==> src/rtl/la_decode_pkg.sv <==
package la_decode_pkg;

  localparam int INST_W     = 32;
  localparam int REG_ADDR_W = 5;
  localparam int CSR_NUM_W  = 14;
  localparam int INST_ID_W  = 6;
  localparam int ALU_OP_W   = 5;
  localparam int NPC_OP_W   = 5;
  localparam int WD_SEL_W   = 2;
  localparam int DM_TYPE_W  = 3;

  //////////////////////////////////////////////////
  // instruction identifiers

  localparam logic [INST_ID_W-1:0]
    ID_NONE      = 6'd0,   // no pattern matched
    ID_ADD_W     = 6'd1,
    ID_SUB_W     = 6'd2,
    ID_SLT       = 6'd3,
    ID_SLTU      = 6'd4,
    ID_NOR       = 6'd5,
    ID_AND       = 6'd6,
    ID_OR        = 6'd7,
    ID_XOR       = 6'd8,
    ID_SLL_W     = 6'd9,
    ID_SRL_W     = 6'd10,
    ID_SRA_W     = 6'd11,
    ID_MUL_W     = 6'd12,
    ID_MULH_W    = 6'd13,
    ID_MULH_WU   = 6'd14,
    ID_DIV_W     = 6'd15,
    ID_MOD_W     = 6'd16,
    ID_DIV_WU    = 6'd17,
    ID_MOD_WU    = 6'd18,
    ID_SLLI_W    = 6'd19,
    ID_SRLI_W    = 6'd20,
    ID_SRAI_W    = 6'd21,
    ID_ADDI_W    = 6'd22,
    ID_SLTI      = 6'd23,
    ID_SLTUI     = 6'd24,
    ID_ANDI      = 6'd25,
    ID_ORI       = 6'd26,
    ID_XORI      = 6'd27,
    ID_LU12I_W   = 6'd28,
    ID_PCADDU12I = 6'd29,
    ID_LD_B      = 6'd30,
    ID_LD_H      = 6'd31,
    ID_LD_W      = 6'd32,
    ID_LD_BU     = 6'd33,
    ID_LD_HU     = 6'd34,
    ID_ST_B      = 6'd35,
    ID_ST_H      = 6'd36,
    ID_ST_W      = 6'd37,
    ID_JIRL      = 6'd38,
    ID_B         = 6'd39,
    ID_BL        = 6'd40,
    ID_BEQ       = 6'd41,
    ID_BNE       = 6'd42,
    ID_BLT       = 6'd43,
    ID_BGE       = 6'd44,
    ID_BLTU      = 6'd45,
    ID_BGEU      = 6'd46,
    ID_CSRRD     = 6'd47,
    ID_CSRWR     = 6'd48,
    ID_CSRXCHG   = 6'd49,
    ID_ERTN      = 6'd50,
    ID_BREAK     = 6'd51,
    ID_SYSCALL   = 6'd52;

  //////////////////////////////////////////////////
  // execute stage codes

  localparam logic [ALU_OP_W-1:0]
    ALU_NOP    = 5'b00000,
    ALU_LUI    = 5'b00001,
    ALU_ADD    = 5'b00011,
    ALU_SUB    = 5'b00100,
    ALU_BNE    = 5'b00101,
    ALU_BLT    = 5'b00110,
    ALU_BGE    = 5'b00111,
    ALU_BLTU   = 5'b01000,
    ALU_BGEU   = 5'b01001,
    ALU_SLT    = 5'b01010,
    ALU_SLTU   = 5'b01011,
    ALU_XOR    = 5'b01100,
    ALU_OR     = 5'b01101,
    ALU_AND    = 5'b01110,
    ALU_SLL    = 5'b01111,
    ALU_SRL    = 5'b10000,
    ALU_SRA    = 5'b10001,
    ALU_NOR    = 5'b10010,
    ALU_BEQ    = 5'b10011,
    ALU_MULW   = 5'b10100,
    ALU_MULHW  = 5'b10101,
    ALU_MULHWU = 5'b10110,
    ALU_DIVW   = 5'b10111,
    ALU_MODW   = 5'b11000,
    ALU_DIVWU  = 5'b11001,
    ALU_MODWU  = 5'b11010,
    ALU_CSR    = 5'b11011;   // csr read / write path

  localparam logic [NPC_OP_W-1:0]
    NPC_PLUS4  = 5'b00000,
    NPC_BRANCH = 5'b00001,   // conditional, taken in ex
    NPC_B      = 5'b00110,
    NPC_ERTN   = 5'b01000,
    NPC_JIRL   = 5'b11000;

  localparam logic [WD_SEL_W-1:0]
    WD_ALU = 2'b00,
    WD_MEM = 2'b01,
    WD_PC  = 2'b10;          // link address

  localparam logic [DM_TYPE_W-1:0]
    DM_WORD   = 3'b000,
    DM_HALF   = 3'b001,
    DM_HALF_U = 3'b010,
    DM_BYTE   = 3'b011,
    DM_BYTE_U = 3'b100;

  localparam logic [INST_W-1:0] IMM_FOUR = 32'd4;   // pc + 4 for links

  // one word, two field layouts
  typedef union packed {
    struct packed {
      logic [16:0]           op;   // bits 31..15
      logic [REG_ADDR_W-1:0] rk;
      logic [REG_ADDR_W-1:0] rj;
      logic [REG_ADDR_W-1:0] rd;
    } r;
    struct packed {
      logic [5:0]  op;             // bits 31..26
      logic [15:0] offs;           // si16, low half of si26
      logic [9:0]  lo;             // high part of si26
    } i;
  } la_inst_u;

endpackage

==> src/rtl/la_opcode_decode.sv <==
module la_opcode_decode
  import la_decode_pkg::*;
(
  input  la_inst_u             i_inst,
  output logic [INST_ID_W-1:0] o_inst_id
);

  // item layout is {31..26, 25..22, 21..20, 19..15}
  always_comb begin
    o_inst_id = ID_NONE;
    casez (i_inst.r.op)
      // 3r group
      {6'h00, 4'h0, 2'h1, 5'h00}: o_inst_id = ID_ADD_W;
      {6'h00, 4'h0, 2'h1, 5'h02}: o_inst_id = ID_SUB_W;
      {6'h00, 4'h0, 2'h1, 5'h04}: o_inst_id = ID_SLT;
      {6'h00, 4'h0, 2'h1, 5'h05}: o_inst_id = ID_SLTU;
      {6'h00, 4'h0, 2'h1, 5'h08}: o_inst_id = ID_NOR;
      {6'h00, 4'h0, 2'h1, 5'h09}: o_inst_id = ID_AND;
      {6'h00, 4'h0, 2'h1, 5'h0a}: o_inst_id = ID_OR;
      {6'h00, 4'h0, 2'h1, 5'h0b}: o_inst_id = ID_XOR;
      {6'h00, 4'h0, 2'h1, 5'h0e}: o_inst_id = ID_SLL_W;
      {6'h00, 4'h0, 2'h1, 5'h0f}: o_inst_id = ID_SRL_W;
      {6'h00, 4'h0, 2'h1, 5'h10}: o_inst_id = ID_SRA_W;
      {6'h00, 4'h0, 2'h1, 5'h18}: o_inst_id = ID_MUL_W;
      {6'h00, 4'h0, 2'h1, 5'h19}: o_inst_id = ID_MULH_W;
      {6'h00, 4'h0, 2'h1, 5'h1a}: o_inst_id = ID_MULH_WU;
      {6'h00, 4'h0, 2'h2, 5'h00}: o_inst_id = ID_DIV_W;
      {6'h00, 4'h0, 2'h2, 5'h01}: o_inst_id = ID_MOD_W;
      {6'h00, 4'h0, 2'h2, 5'h02}: o_inst_id = ID_DIV_WU;
      {6'h00, 4'h0, 2'h2, 5'h03}: o_inst_id = ID_MOD_WU;
      {6'h00, 4'h0, 2'h2, 5'h14}: o_inst_id = ID_BREAK;
      {6'h00, 4'h0, 2'h2, 5'h16}: o_inst_id = ID_SYSCALL;

      // shift by ui5
      {6'h00, 4'h1, 2'h0, 5'h01}: o_inst_id = ID_SLLI_W;
      {6'h00, 4'h1, 2'h0, 5'h09}: o_inst_id = ID_SRLI_W;
      {6'h00, 4'h1, 2'h0, 5'h11}: o_inst_id = ID_SRAI_W;

      // 2ri12, low 7 bits belong to the immediate
      {6'h00, 4'h8, 7'b?}: o_inst_id = ID_SLTI;
      {6'h00, 4'h9, 7'b?}: o_inst_id = ID_SLTUI;
      {6'h00, 4'ha, 7'b?}: o_inst_id = ID_ADDI_W;
      {6'h00, 4'hd, 7'b?}: o_inst_id = ID_ANDI;
      {6'h00, 4'he, 7'b?}: o_inst_id = ID_ORI;
      {6'h00, 4'hf, 7'b?}: o_inst_id = ID_XORI;

      {6'h05, 1'b0, 10'b?}: o_inst_id = ID_LU12I_W;   // bit 25 clear
      {6'h07, 1'b0, 10'b?}: o_inst_id = ID_PCADDU12I;

      // loads and stores
      {6'h0a, 4'h0, 7'b?}: o_inst_id = ID_LD_B;
      {6'h0a, 4'h1, 7'b?}: o_inst_id = ID_LD_H;
      {6'h0a, 4'h2, 7'b?}: o_inst_id = ID_LD_W;
      {6'h0a, 4'h4, 7'b?}: o_inst_id = ID_ST_B;
      {6'h0a, 4'h5, 7'b?}: o_inst_id = ID_ST_H;
      {6'h0a, 4'h6, 7'b?}: o_inst_id = ID_ST_W;
      {6'h0a, 4'h8, 7'b?}: o_inst_id = ID_LD_BU;
      {6'h0a, 4'h9, 7'b?}: o_inst_id = ID_LD_HU;

      // jumps and branches, top six bits only
      {6'h13, 11'b?}: o_inst_id = ID_JIRL;
      {6'h14, 11'b?}: o_inst_id = ID_B;
      {6'h15, 11'b?}: o_inst_id = ID_BL;
      {6'h16, 11'b?}: o_inst_id = ID_BEQ;
      {6'h17, 11'b?}: o_inst_id = ID_BNE;
      {6'h18, 11'b?}: o_inst_id = ID_BLT;
      {6'h19, 11'b?}: o_inst_id = ID_BGE;
      {6'h1a, 11'b?}: o_inst_id = ID_BLTU;
      {6'h1b, 11'b?}: o_inst_id = ID_BGEU;

      // csr group, rj picks the flavour
      {6'h01, 2'b00, 9'b?}: o_inst_id = (i_inst.r.rj == 5'd0) ? ID_CSRRD :
                                        (i_inst.r.rj == 5'd1) ? ID_CSRWR : ID_CSRXCHG;
      {6'h01, 4'h9, 2'h0, 5'h10}: o_inst_id = (i_inst.r.rk == 5'h0e) ? ID_ERTN : ID_NONE;
      default: o_inst_id = ID_NONE;
    endcase
  end

endmodule

==> src/rtl/la_field_extract.sv <==
module la_field_extract
  import la_decode_pkg::*;
(
  input  la_inst_u              i_inst,
  input  logic [INST_ID_W-1:0]  i_inst_id,
  output logic [INST_W-1:0]     o_imm_alu,
  output logic [INST_W-1:0]     o_imm_pc,
  output logic [REG_ADDR_W-1:0] o_rd,
  output logic [REG_ADDR_W-1:0] o_rs1,
  output logic [REG_ADDR_W-1:0] o_rs2,
  output logic [CSR_NUM_W-1:0]  o_csr_num
);

  logic [19:0]       si20;
  logic [11:0]       i12;
  logic [INST_W-1:0] si16_x4;
  logic [INST_W-1:0] si26_x4;
  logic              need_four, need_si20, need_si16, need_si26, need_ui5, need_ui12;
  logic              rs2_is_rd;

  assign si20    = {i_inst.r.op[9:0], i_inst.r.rk, i_inst.r.rj};   // bits 24..5
  assign i12     = {i_inst.r.op[6:0], i_inst.r.rk};                // bits 21..10
  assign si16_x4 = {{14{i_inst.i.offs[15]}}, i_inst.i.offs, 2'b00};
  assign si26_x4 = {{4{i_inst.i.lo[9]}}, i_inst.i.lo, i_inst.i.offs, 2'b00};

  assign need_four = i_inst_id inside {ID_JIRL, ID_BL};
  assign need_si20 = i_inst_id inside {ID_LU12I_W, ID_PCADDU12I};
  assign need_si16 = i_inst_id inside {ID_JIRL, ID_BEQ, ID_BNE, ID_BLT, ID_BGE, ID_BLTU,
                                       ID_BGEU};
  assign need_si26 = i_inst_id inside {ID_B, ID_BL};
  assign need_ui5  = i_inst_id inside {ID_SLLI_W, ID_SRLI_W, ID_SRAI_W};
  assign need_ui12 = i_inst_id inside {ID_ANDI, ID_ORI, ID_XORI};

  // first match wins, si12 is the fallback
  assign o_imm_alu = need_four ? IMM_FOUR              :
                     need_si20 ? {si20, 12'b0}         :
                     need_si16 ? si16_x4               :
                     need_si26 ? si26_x4               :
                     need_ui5  ? {27'b0, i_inst.r.rk}  :
                     need_ui12 ? {20'b0, i12}          :
                                 {{20{i12[11]}}, i12};

  assign o_imm_pc = need_si26 ? si26_x4 :
                    need_si16 ? si16_x4 : '0;

  // second read port carries rd when rd is a source
  assign rs2_is_rd = i_inst_id inside {ID_BEQ, ID_BNE, ID_BLT, ID_BGE, ID_BLTU, ID_BGEU,
                                       ID_ST_B, ID_ST_H, ID_ST_W, ID_CSRWR, ID_CSRXCHG};

  assign o_rd      = (i_inst_id == ID_BL) ? 5'd1 : i_inst.r.rd;   // bl links into r1
  assign o_rs1     = i_inst.r.rj;
  assign o_rs2     = rs2_is_rd ? i_inst.r.rd : i_inst.r.rk;
  assign o_csr_num = {i_inst.r.op[8:0], i_inst.r.rk};             // bits 23..10

endmodule

==> src/rtl/la_ctrl_gen.sv <==
module la_ctrl_gen
  import la_decode_pkg::*;
(
  input  logic [INST_ID_W-1:0] i_inst_id,
  output logic [ALU_OP_W-1:0]  o_alu_op,
  output logic [NPC_OP_W-1:0]  o_npc_op,
  output logic [WD_SEL_W-1:0]  o_wd_sel,
  output logic [DM_TYPE_W-1:0] o_dm_type,
  output logic                 o_reg_write,
  output logic                 o_mem_write,
  output logic                 o_mem_read,
  output logic                 o_alu_src1,
  output logic                 o_alu_src2,
  output logic                 o_csr_write,
  output logic                 o_csr_mask_en,
  output logic                 o_ertn,
  output logic                 o_syscall
);

  logic is_load, is_store, is_cond_br;

  assign is_load    = i_inst_id inside {ID_LD_B, ID_LD_H, ID_LD_W, ID_LD_BU, ID_LD_HU};
  assign is_store   = i_inst_id inside {ID_ST_B, ID_ST_H, ID_ST_W};
  assign is_cond_br = i_inst_id inside {ID_BEQ, ID_BNE, ID_BLT, ID_BGE, ID_BLTU, ID_BGEU};

  //////////////////////////////////////////////////
  // enables and operand selects

  assign o_mem_read  = is_load;
  assign o_mem_write = is_store;
  assign o_reg_write = (i_inst_id != ID_NONE) && !is_store && !is_cond_br &&
                       (i_inst_id != ID_B);
  assign o_alu_src1  = i_inst_id inside {ID_JIRL, ID_BL, ID_PCADDU12I};   // pc as operand a
  assign o_alu_src2  = is_load || is_store ||
                       i_inst_id inside {ID_SLLI_W, ID_SRLI_W, ID_SRAI_W, ID_ADDI_W, ID_SLTI,
                                         ID_SLTUI, ID_ANDI, ID_ORI, ID_XORI, ID_LU12I_W,
                                         ID_JIRL, ID_BL, ID_PCADDU12I};

  assign o_csr_write   = i_inst_id inside {ID_CSRWR, ID_CSRXCHG};
  assign o_csr_mask_en = (i_inst_id == ID_CSRXCHG);
  assign o_ertn        = (i_inst_id == ID_ERTN);
  assign o_syscall     = (i_inst_id == ID_SYSCALL);

  //////////////////////////////////////////////////
  // alu, next pc and access size

  always_comb begin
    o_alu_op  = ALU_NOP;
    o_npc_op  = is_cond_br ? NPC_BRANCH : NPC_PLUS4;
    o_wd_sel  = is_load ? WD_MEM :
                (i_inst_id inside {ID_JIRL, ID_BL}) ? WD_PC : WD_ALU;
    o_dm_type = DM_WORD;
    case (i_inst_id)
      ID_ADD_W, ID_ADDI_W, ID_PCADDU12I, ID_LD_W, ID_ST_W: o_alu_op = ALU_ADD;
      ID_SUB_W:             o_alu_op = ALU_SUB;
      ID_SLT, ID_SLTI:      o_alu_op = ALU_SLT;
      ID_SLTU, ID_SLTUI:    o_alu_op = ALU_SLTU;
      ID_NOR:               o_alu_op = ALU_NOR;
      ID_AND, ID_ANDI:      o_alu_op = ALU_AND;
      ID_OR, ID_ORI:        o_alu_op = ALU_OR;
      ID_XOR, ID_XORI:      o_alu_op = ALU_XOR;
      ID_SLL_W, ID_SLLI_W:  o_alu_op = ALU_SLL;
      ID_SRL_W, ID_SRLI_W:  o_alu_op = ALU_SRL;
      ID_SRA_W, ID_SRAI_W:  o_alu_op = ALU_SRA;
      ID_LU12I_W:           o_alu_op = ALU_LUI;
      ID_MUL_W:             o_alu_op = ALU_MULW;
      ID_MULH_W:            o_alu_op = ALU_MULHW;
      ID_MULH_WU:           o_alu_op = ALU_MULHWU;
      ID_DIV_W:             o_alu_op = ALU_DIVW;
      ID_MOD_W:             o_alu_op = ALU_MODW;
      ID_DIV_WU:            o_alu_op = ALU_DIVWU;
      ID_MOD_WU:            o_alu_op = ALU_MODWU;
      ID_LD_H, ID_ST_H: begin
        o_alu_op  = ALU_ADD;
        o_dm_type = DM_HALF;
      end
      ID_LD_HU: begin
        o_alu_op  = ALU_ADD;
        o_dm_type = DM_HALF_U;
      end
      ID_LD_B, ID_ST_B: begin
        o_alu_op  = ALU_ADD;
        o_dm_type = DM_BYTE;
      end
      ID_LD_BU: begin
        o_alu_op  = ALU_ADD;
        o_dm_type = DM_BYTE_U;
      end
      ID_JIRL: begin
        o_alu_op = ALU_ADD;   // link value pc + 4
        o_npc_op = NPC_JIRL;
      end
      ID_B, ID_BL: begin
        o_alu_op = ALU_ADD;
        o_npc_op = NPC_B;
      end
      ID_BEQ:               o_alu_op = ALU_BEQ;   // compare result drives the branch
      ID_BNE:               o_alu_op = ALU_BNE;
      ID_BLT:               o_alu_op = ALU_BLT;
      ID_BGE:               o_alu_op = ALU_BGE;
      ID_BLTU:              o_alu_op = ALU_BLTU;
      ID_BGEU:              o_alu_op = ALU_BGEU;
      ID_CSRRD, ID_CSRWR, ID_CSRXCHG: o_alu_op = ALU_CSR;
      ID_ERTN:              o_npc_op = NPC_ERTN;
      default:              o_alu_op = ALU_NOP;
    endcase
  end

endmodule

==> src/rtl/la_id_pipe_reg.sv <==
module la_id_pipe_reg
  import la_decode_pkg::*;
(
  input  logic                  clk,
  input  logic                  i_rst_n,
  input  logic                  i_valid,
  input  logic [ALU_OP_W-1:0]   i_alu_op,
  input  logic [NPC_OP_W-1:0]   i_npc_op,
  input  logic [WD_SEL_W-1:0]   i_wd_sel,
  input  logic [DM_TYPE_W-1:0]  i_dm_type,
  input  logic                  i_reg_write, i_mem_write, i_mem_read,
  input  logic                  i_alu_src1, i_alu_src2,
  input  logic                  i_csr_write, i_csr_mask_en,
  input  logic                  i_ertn, i_syscall,
  input  logic [INST_W-1:0]     i_imm_alu, i_imm_pc,
  input  logic [REG_ADDR_W-1:0] i_rd, i_rs1, i_rs2,
  input  logic [CSR_NUM_W-1:0]  i_csr_num,
  output logic                  o_valid,
  output logic [ALU_OP_W-1:0]   o_alu_op,
  output logic [NPC_OP_W-1:0]   o_npc_op,
  output logic [WD_SEL_W-1:0]   o_wd_sel,
  output logic [DM_TYPE_W-1:0]  o_dm_type,
  output logic                  o_reg_write, o_mem_write, o_mem_read,
  output logic                  o_alu_src1, o_alu_src2,
  output logic                  o_csr_write, o_csr_mask_en,
  output logic                  o_ertn, o_syscall,
  output logic [INST_W-1:0]     o_imm_alu, o_imm_pc,
  output logic [REG_ADDR_W-1:0] o_rd, o_rs1, o_rs2,
  output logic [CSR_NUM_W-1:0]  o_csr_num
);

  // side-effect strobes drop to 0 on an empty slot
  always_ff @(posedge clk or negedge i_rst_n) begin
    if (!i_rst_n) begin
      o_valid     <= 1'b0;
      o_reg_write <= 1'b0;
      o_mem_write <= 1'b0;
      o_csr_write <= 1'b0;
      o_ertn      <= 1'b0;
      o_syscall   <= 1'b0;
    end else begin
      o_valid     <= i_valid;
      o_reg_write <= i_valid & i_reg_write;
      o_mem_write <= i_valid & i_mem_write;
      o_csr_write <= i_valid & i_csr_write;
      o_ertn      <= i_valid & i_ertn;
      o_syscall   <= i_valid & i_syscall;
    end
  end

  // decoded fields hold while no word arrives
  always_ff @(posedge clk or negedge i_rst_n) begin
    if (!i_rst_n) begin
      o_alu_op      <= '0;
      o_npc_op      <= '0;
      o_wd_sel      <= '0;
      o_dm_type     <= '0;
      o_mem_read    <= 1'b0;
      o_alu_src1    <= 1'b0;
      o_alu_src2    <= 1'b0;
      o_csr_mask_en <= 1'b0;
      o_imm_alu     <= '0;
      o_imm_pc      <= '0;
      o_rd          <= '0;
      o_rs1         <= '0;
      o_rs2         <= '0;
      o_csr_num     <= '0;
    end else if (i_valid) begin
      o_alu_op      <= i_alu_op;
      o_npc_op      <= i_npc_op;
      o_wd_sel      <= i_wd_sel;
      o_dm_type     <= i_dm_type;
      o_mem_read    <= i_mem_read;
      o_alu_src1    <= i_alu_src1;
      o_alu_src2    <= i_alu_src2;
      o_csr_mask_en <= i_csr_mask_en;
      o_imm_alu     <= i_imm_alu;
      o_imm_pc      <= i_imm_pc;
      o_rd          <= i_rd;
      o_rs1         <= i_rs1;
      o_rs2         <= i_rs2;
      o_csr_num     <= i_csr_num;
    end
  end

endmodule

==> src/rtl/la_decode_top.sv <==
module la_decode_top
  import la_decode_pkg::*;
(
  input  logic                  clk,
  input  logic                  i_rst_n,
  input  logic                  i_valid,
  input  logic [INST_W-1:0]     i_inst,
  output logic                  o_valid,
  output logic [ALU_OP_W-1:0]   o_alu_op,
  output logic [NPC_OP_W-1:0]   o_npc_op,
  output logic [WD_SEL_W-1:0]   o_wd_sel,
  output logic [DM_TYPE_W-1:0]  o_dm_type,
  output logic                  o_reg_write, o_mem_write, o_mem_read,
  output logic                  o_alu_src1, o_alu_src2,
  output logic                  o_csr_write, o_csr_mask_en,
  output logic                  o_ertn, o_syscall,
  output logic [INST_W-1:0]     o_imm_alu, o_imm_pc,
  output logic [REG_ADDR_W-1:0] o_rd, o_rs1, o_rs2,
  output logic [CSR_NUM_W-1:0]  o_csr_num
);

  logic [INST_ID_W-1:0]  inst_id;
  logic [ALU_OP_W-1:0]   alu_op;
  logic [NPC_OP_W-1:0]   npc_op;
  logic [WD_SEL_W-1:0]   wd_sel;
  logic [DM_TYPE_W-1:0]  dm_type;
  logic                  reg_write, mem_write, mem_read, alu_src1, alu_src2;
  logic                  csr_write, csr_mask_en, ertn, syscall;
  logic [INST_W-1:0]     imm_alu, imm_pc;
  logic [REG_ADDR_W-1:0] rd, rs1, rs2;
  logic [CSR_NUM_W-1:0]  csr_num;

  la_opcode_decode u_opcode_decode (
    .i_inst    (i_inst),
    .o_inst_id (inst_id)
  );

  la_field_extract u_field_extract (
    .i_inst    (i_inst),
    .i_inst_id (inst_id),
    .o_imm_alu (imm_alu), .o_imm_pc (imm_pc),
    .o_rd      (rd), .o_rs1 (rs1), .o_rs2 (rs2),
    .o_csr_num (csr_num)
  );

  la_ctrl_gen u_ctrl_gen (
    .i_inst_id   (inst_id),
    .o_alu_op    (alu_op), .o_npc_op (npc_op), .o_wd_sel (wd_sel), .o_dm_type (dm_type),
    .o_reg_write (reg_write), .o_mem_write (mem_write), .o_mem_read (mem_read),
    .o_alu_src1  (alu_src1), .o_alu_src2 (alu_src2),
    .o_csr_write (csr_write), .o_csr_mask_en (csr_mask_en),
    .o_ertn      (ertn), .o_syscall (syscall)
  );

  // single register stage toward execute
  la_id_pipe_reg u_id_pipe_reg (
    .clk, .i_rst_n, .i_valid,
    .i_alu_op    (alu_op), .i_npc_op (npc_op), .i_wd_sel (wd_sel), .i_dm_type (dm_type),
    .i_reg_write (reg_write), .i_mem_write (mem_write), .i_mem_read (mem_read),
    .i_alu_src1  (alu_src1), .i_alu_src2 (alu_src2),
    .i_csr_write (csr_write), .i_csr_mask_en (csr_mask_en),
    .i_ertn      (ertn), .i_syscall (syscall),
    .i_imm_alu   (imm_alu), .i_imm_pc (imm_pc),
    .i_rd        (rd), .i_rs1 (rs1), .i_rs2 (rs2), .i_csr_num (csr_num),
    .o_valid, .o_alu_op, .o_npc_op, .o_wd_sel, .o_dm_type,
    .o_reg_write, .o_mem_write, .o_mem_read, .o_alu_src1, .o_alu_src2,
    .o_csr_write, .o_csr_mask_en, .o_ertn, .o_syscall,
    .o_imm_alu, .o_imm_pc, .o_rd, .o_rs1, .o_rs2, .o_csr_num
  );

endmodule

==> config.mk <==
export PLATFORM = sky130hd
export DESIGN_NAME = la_decode_top
export DESIGN_NICKNAME = d
export VERILOG_FILES = /design/src/rtl/la_decode_pkg.sv /design/src/rtl/la_opcode_decode.sv /design/src/rtl/la_field_extract.sv /design/src/rtl/la_ctrl_gen.sv /design/src/rtl/la_id_pipe_reg.sv /design/src/rtl/la_decode_top.sv
export SDC_FILE = /design/constraint.sdc
export NUM_CORES = 1
export LEC_CHECK = 0
export BUFFER_PORTS_ARGS = -buffer_cell sky130_fd_sc_hd__buf_2
export CORE_ASPECT_RATIO = 1.5
export CORE_MARGIN = 1
export CORE_UTILIZATION = 35
export CTS_CLUSTER_SIZE = 30
export DETAILED_ROUTE_END_ITERATION = 7
export HOLD_SLACK_MARGIN = 0.12
export SYNTH_ARGS = -nofsm -noshare
export SYNTH_HDL_FRONTEND = slang
export SYNTH_SLANG_ARGS = --single-unit
==> constraint.sdc <==
create_clock -name clk -period 1.1 [get_ports clk]
set_clock_uncertainty 0.05 [all_clocks]
set_input_delay 0.055 -clock clk [delete_from_list [all_inputs] [get_ports clk]]
set_output_delay 0.055 -clock clk [all_outputs]
set_load 0.03 [all_outputs]
# Yosys cells after proc, flatten, opt, wreduce, memory -nomap -nowiden
# Index checks and enable logic that the tools add are counted.
[op_classes]
bitwise_logic = 5
eq_ne = 104
reduce_logical = 35
muxes = 20
[ops]
columns = ["cell", "count"]
rows = [
  ["6-bit one-hot mux with 50 select lines", 1],
  ["32-bit two-way mux", 8],
  ["17-bit by 6-bit equality test with 1-bit output (second input constant)", 14],
  ["6-bit by 5-bit equality test with 1-bit output (second input constant)", 25],
  ["5-bit one-hot mux with 26 select lines", 1],
  ["6-bit equality test (second input constant)", 20],
  ["17-bit by 7-bit equality test with 1-bit output (second input constant)", 6],
  ["10-bit by 8-bit equality test with 1-bit output (second input constant)", 8],
  ["10-bit by 4-bit equality test with 1-bit output (second input constant)", 6],
  ["17-bit by 8-bit equality test with 1-bit output (second input constant)", 3],
  ["6-bit by 4-bit equality test with 1-bit output (second input constant)", 8],
  ["6-bit by 3-bit equality test with 1-bit output (second input constant)", 4],
  ["2-bit OR reduction", 11],
  ["17-bit by 12-bit equality test with 1-bit output (second input constant)", 1],
  ["5-bit one-hot mux with 3 select lines", 1],
  ["7-bit by 4-bit equality test with 1-bit output (second input constant)", 2],
  ["14-bit OR reduction", 1],
  ["13-bit nonzero test", 1],
  ["6-bit by 2-bit equality test with 1-bit output (second input constant)", 2],
  ["6-bit two-way mux", 2],
  ["3-bit one-hot mux with 4 select lines", 1],
  ["3-bit nonzero test", 4],
  ["6-bit nonzero test", 2],
  ["11-bit nonzero test", 1],
  ["17 further kinds", 31],
]
[totals]
word_cells = 184
output_inout_bits = 118
ff_bits = 118

# Longest topological paths before layout
[depth]
word_depth = 12
ltp_mapped = 15

# Modules after synthesis
# A second synthesis with hierarchy kept.
[hier_totals]
hier_cells = 734
area_unflattened_um2 = 7460.9
[modules_own_cells]
columns = ["mod", "area_per_inst_um2", "cells_each", "n_inst"]
rows = [
  ["la_id_pipe_reg", 4435.5, 248, 1],
  ["la_field_extract", 1217.4, 193, 1],
  ["la_opcode_decode", 1041.0, 165, 1],
  ["la_ctrl_gen", 767.0, 128, 1],
]

# Least setup slack after synthesis
# OpenSTA, ideal clock, no wires.
[synth_path]
path_type = "in2reg"
startpoint = "input i_inst[26]"
endpoint = "register u_id_pipe_reg.o_imm_alu[19]"
setup_ps = 150
arrival_time_ps = 2471
t_required_ps = 900
slack_ps = -1571
path_buffers = 2
stages = 12
cell_sequence = "buf_4 > nor4_4 > nand3_2 > or4_4 > o31ai_4 > or4_1 > buf_6 > a211oi_2 > o21ai_4 > a31oi_4 > nor3_4 > a221oi_2"
[synth_via]
elab_chain_len = 10
[synth_lines]
columns = ["item", "line", "text"]
rows = [
  ["start, declared", "la_decode_top.sv:7", "input logic [INST_W-1:0] i_inst,"],
  ["17-bit by 12-bit equality test with 1-bit output, or another cell as far along", "la_opcode_decode.sv:11", "casez (i_inst.r.op)"],
  ["6-bit one-hot mux with 50 select lines *", "la_opcode_decode.sv:11", ""],
  ["6-bit by 5-bit equality test with 1-bit output", "la_field_extract.sv:32", "assign need_ui12 = i_inst_id inside {ID_ANDI, ID_ORI, ID_XORI};"],
  ["3-bit nonzero test", "la_field_extract.sv:32", ""],
  ["32-bit two-way mux", "la_field_extract.sv:40", "need_ui12 ? {20'b0, i12} :"],
  ["32-bit two-way mux", "la_field_extract.sv:39", "need_ui5 ? {27'b0, i_inst.r.rk} :"],
  ["32-bit two-way mux", "la_field_extract.sv:38", "need_si26 ? si26_x4 :"],
  ["32-bit two-way mux", "la_field_extract.sv:37", "need_si16 ? si16_x4 :"],
  ["32-bit two-way mux", "la_field_extract.sv:36", "need_si20 ? {si20, 12'b0} :"],
  ["32-bit two-way mux *", "la_field_extract.sv:35", "assign o_imm_alu = need_four ? IMM_FOUR :"],
  ["end signal, assigned", "la_id_pipe_reg.sv:77", "o_imm_alu <= i_imm_alu;"],
  ["end, declared", "la_id_pipe_reg.sv:27", "output logic [INST_W-1:0] o_imm_alu, o_imm_pc,"],
]
# Mark *: on every way between the ends. The rest lies on a longest branch, timed or not.
# A chain may end at the register's enable or synchronous reset.

# Worst setup path after layout
[layout_path]
startpoint = "input i_inst[27]"
endpoint = "register u_id_pipe_reg.o_imm_alu[31]"
# Same word-level chain as after synthesis.

==> impl_metrics.tcl <==
set metrics [dict create \
    cts_max_level 3 \
    viasPerCell 5.37 \
    maxCapViolCount 0 \
    routed-via-count 7131 \
    synth_seq_area_share_pct 42.2 \
    cts-root-buf "clkbuf_16" \
    arrival_ns 2.70 \
    ir_drop_mv 0.740 \
    synth-seq-cells 110 \
    netlist_area_um2 6530 \
    grt_antenna_before_repair 1 \
    track_usage_pct 28.7 \
    core_um2 18100 \
    violations "negative setup slack" \
    clockBufferDepth 2 \
    cts_buffers 9 \
    portBuffers 150 \
    critPathKind "input port to flop" \
    drt-initial-drc-count 432 \
    dpl_worst_slack_ns -2.26 \
    overflow 0 \
    synth.distinct_cells 83 \
    fp.dieH_um 169 \
    max_freq_mhz 407 \
    nFillCells 1550 \
    relSlewSlack_pct 62.0 \
    ys.flop_type "dfrtp_1" \
    remaining_drc_errors 0 \
    synth_edf_count 0 \
    first_pass_iters 7 \
    drive_above_1_share_pct 55.4 \
    cts.clk_slew.worst_paths_ns 0.08 \
    cp_max_fo 8 \
    crit_required_ns 1.34 \
    cts_tree "done" \
    setup_viol_count_final 84 \
    hold_viol 0 \
    initial_utilization_pct 36.1 \
    power.density_nw_per_um2 1050 \
    cts_sinks 110 \
    final_core_util_pct 60.2 \
    die_area_um2 19200 \
    gp_congestion 0.963 \
    die_x_um 113 \
    status "finished with violations" \
    syn_inst 708 \
    setup_ws_ns -1.35 \
    clk_latency_ns 0.35 \
    place_hpwl_mm 20.5 \
    grt_pass1_vias 7437 \
    min_period_over_period_pct 223 \
    syn_to_final_growth_pct 67.0 \
    ys_async_sr_fraction_pct 100 \
    report.final.slew_viol_count 0 \
    drt-wirelength-per-cell_um 20.2 \
    syn_area_per_cell_um2 9.22 \
    grt_pass1_wl_mm 41.8 \
    routed_wl_mm 26.9 \
    tightest_slew_ns 0.563 \
    rsz0062_at_grt "true" \
    rows 60 \
    grt_max_degree 58 \
    nets 1109 \
    critPathLaunchType "input port" \
    hold_path_class "input port to flop" \
    ys_warn_count 0 \
    boundaryPins 153 \
    p_leak_nw 5.01 \
    antennaDiodeCount 0 \
    ant_nets 0 \
    cp-end-kind "flop" \
    fin_crit_ns 2.45 \
]
sequential cells by signal, summed over array words and instances (netlist names):
name and flops:
u_id_pipe_reg.o_imm_alu 32, u_id_pipe_reg.o_imm_pc 26, u_id_pipe_reg.o_csr_num 14, u_id_pipe_reg.o_alu_op 5
u_id_pipe_reg.o_rd 5, u_id_pipe_reg.o_rs1 5, u_id_pipe_reg.o_rs2 5, u_id_pipe_reg.o_npc_op 4
u_id_pipe_reg.o_dm_type 3, u_id_pipe_reg.o_wd_sel 2, u_id_pipe_reg.o_alu_src1 1, u_id_pipe_reg.o_alu_src2 1
u_id_pipe_reg.o_csr_mask_en 1, u_id_pipe_reg.o_csr_write 1, u_id_pipe_reg.o_ertn 1, u_id_pipe_reg.o_mem_write 1
u_id_pipe_reg.o_reg_write 1, u_id_pipe_reg.o_syscall 1, u_id_pipe_reg.o_valid 1
layout by cell type, fill, tap and decap left out, types with 5 or more instances in the layout:
| cell | count |
|---|---|
| buf_12 | 9 |
| buf_8 | 9 |
| nand3_1 | 16 |
| o2bb2ai_2 | 8 |
| or3_1 | 8 |
| nor2_2 | 7 |
| a221oi_2 | 10 |
| o21ai_1 | 19 |
| buf_6 | 34 |
| o2bb2ai_1 | 22 |
| dfrtp_1 | 110 |
| clkbuf_16 | 9 |
| nor3_4 | 5 |
| nand3_2 | 7 |
| o21ai_0 | 28 |
| mux2_2 | 11 |
| nand2b_1 | 12 |
| a31oi_1 | 6 |
| nor3_2 | 7 |
| nor2_1 | 58 |
| buf_4 | 219 |
| nor3_1 | 8 |
| nand2_4 | 7 |
| nand2_1 | 33 |
| nand4_1 | 9 |
| a31o_1 | 6 |
| nor2b_1 | 12 |
| nor4_4 | 8 |
| mux2i_1 | 9 |
| a21oi_1 | 17 |
| dlygate4sd3_1 | 20 |
| nand3b_1 | 9 |
| buf_2 | 126 |
| a21oi_2 | 17 |
| inv_1 | 27 |
| or4_4 | 5 |
critical path: stages:
cell	delay, ns
buf_8	0.09
buf_4	0.11
nor4_4	0.03
buf_4	0.15
nand3b_4	0.13
nor3_2	0.07
a211o_1	0.32
or4_4	0.61
a211oi_4	0.27
o21ai_4	0.12
a31o_1	0.25
a31oi_4	0.30
a31o_1	0.19
Yosys cell counts, types with 17 or more instances:
library cell,count,area (µm²)
dfrtp_1,110,2750
nor2_1,68,255
nand2_1,43,161
o21ai_0,39,195
a21oi_1,35,175
o2bb2ai_1,30,263
inv_1,27,101
clkbuf_1,26,97.6
nand3_1,22,110
buf_2,17,85.1
nor2b_1,17,106
nor3_1,17,85.1
path summary, 6_finish.rpt:
check | start | to | slack [ns] | cells after the start
worst max-delay path | i_inst[27] | u_id_pipe_reg.o_imm_alu[31] | -1.35 | 13
worst min-delay path | i_inst[7] | u_id_pipe_reg.o_imm_pc[25] | 0.12 | 4
worst max register to register | u_id_pipe_reg.o_imm_alu[5] | u_id_pipe_reg.o_imm_alu[5] | 0.15 | 2
worst min register to register | u_id_pipe_reg.o_csr_mask_en | u_id_pipe_reg.o_csr_mask_en | 0.44 | 1
max in group asynchronous | i_rst_n | u_id_pipe_reg.o_imm_pc[24] | 0.36 | 3
min in group asynchronous | i_rst_n | u_id_pipe_reg.o_alu_op[4] | 0.13 | 2
through the flow:
stage | hold slack [ns] | cells | TNS [ns] | power, mW | instance area [µm²]
4_1_cts | 0.131 | 1319 | -90.62 | 11.4 | 10600
6_report | 0.115 | 1327 | -93.28 | 11.5 | 10900
3_3_place_gp | -0.0313 | 1250 | -167.46 | 7.70 | 8940
5_1_grt | 0.126 | 1327 | -100.78 | 11.9 | 10900
3_5_place_dp | -0.0304 | 1250 | -166.76 | 7.72 | 8940
2_1_floorplan | -0.291 | 709 | -101.04 | 6.40 | 6680
where the power goes:
group | internal [mW] | switching (mW) | total [mW]
clock network | 1.67 | 1.65 | 3.32
registers | 4.38 | 0.214 | 4.59
logic | 1.42 | 2.15 | 3.57
kinds of logic after synthesis:
kind of cell | count (synthesis) | synth area share, %
AOI/OAI and AO/OA | 202 | 23.2
xor gates and xnor gates | 4 | 0.537
buffers and inverters | 97 | 7.52
DFF | 110 | 42.2
muxes | 21 | 3.43
other | 1 | 0.0575
and+or+nand+nor | 273 | 23.1
layout make-up:
cell class / instances / area [µm²] / area share, %
timing repair buffer: 422 / 3220 / 29.5
sequential: 110 / 2750 / 25.3
clock inverter: 6 / 67.6 / 0.620
tap: 248 / 310 / 2.85
inverter: 28 / 105 / 0.964
multi-input combinational: 503 / 4210 / 38.6
clock buffer: 10 / 239 / 2.19
routing by layer:
layer | vias up | part of all wire [%] | wire length, µm | track usage, %
li1 | 3326 | - | - | -
met1 | 3508 | 38 | 10300 | 33.5
met2 | 225 | 54 | 14400 | 52.7
met3 | 72 | 3.2 | 853 | 2.32
met4 | 0 | 4.8 | 1280 | 13.4
met5 | - | 0 | 0 | 0
repair_timing:
action,4_1_cts,5_1_grt
endpoints found under the hold margin,154,0
setup buffers,34,11
hold buffers,21,0
cloned,3,0
pin swaps,83,42
resized for setup,209,49
setup endpoints to repair,90,99
(Power assumes the default switching activity.)
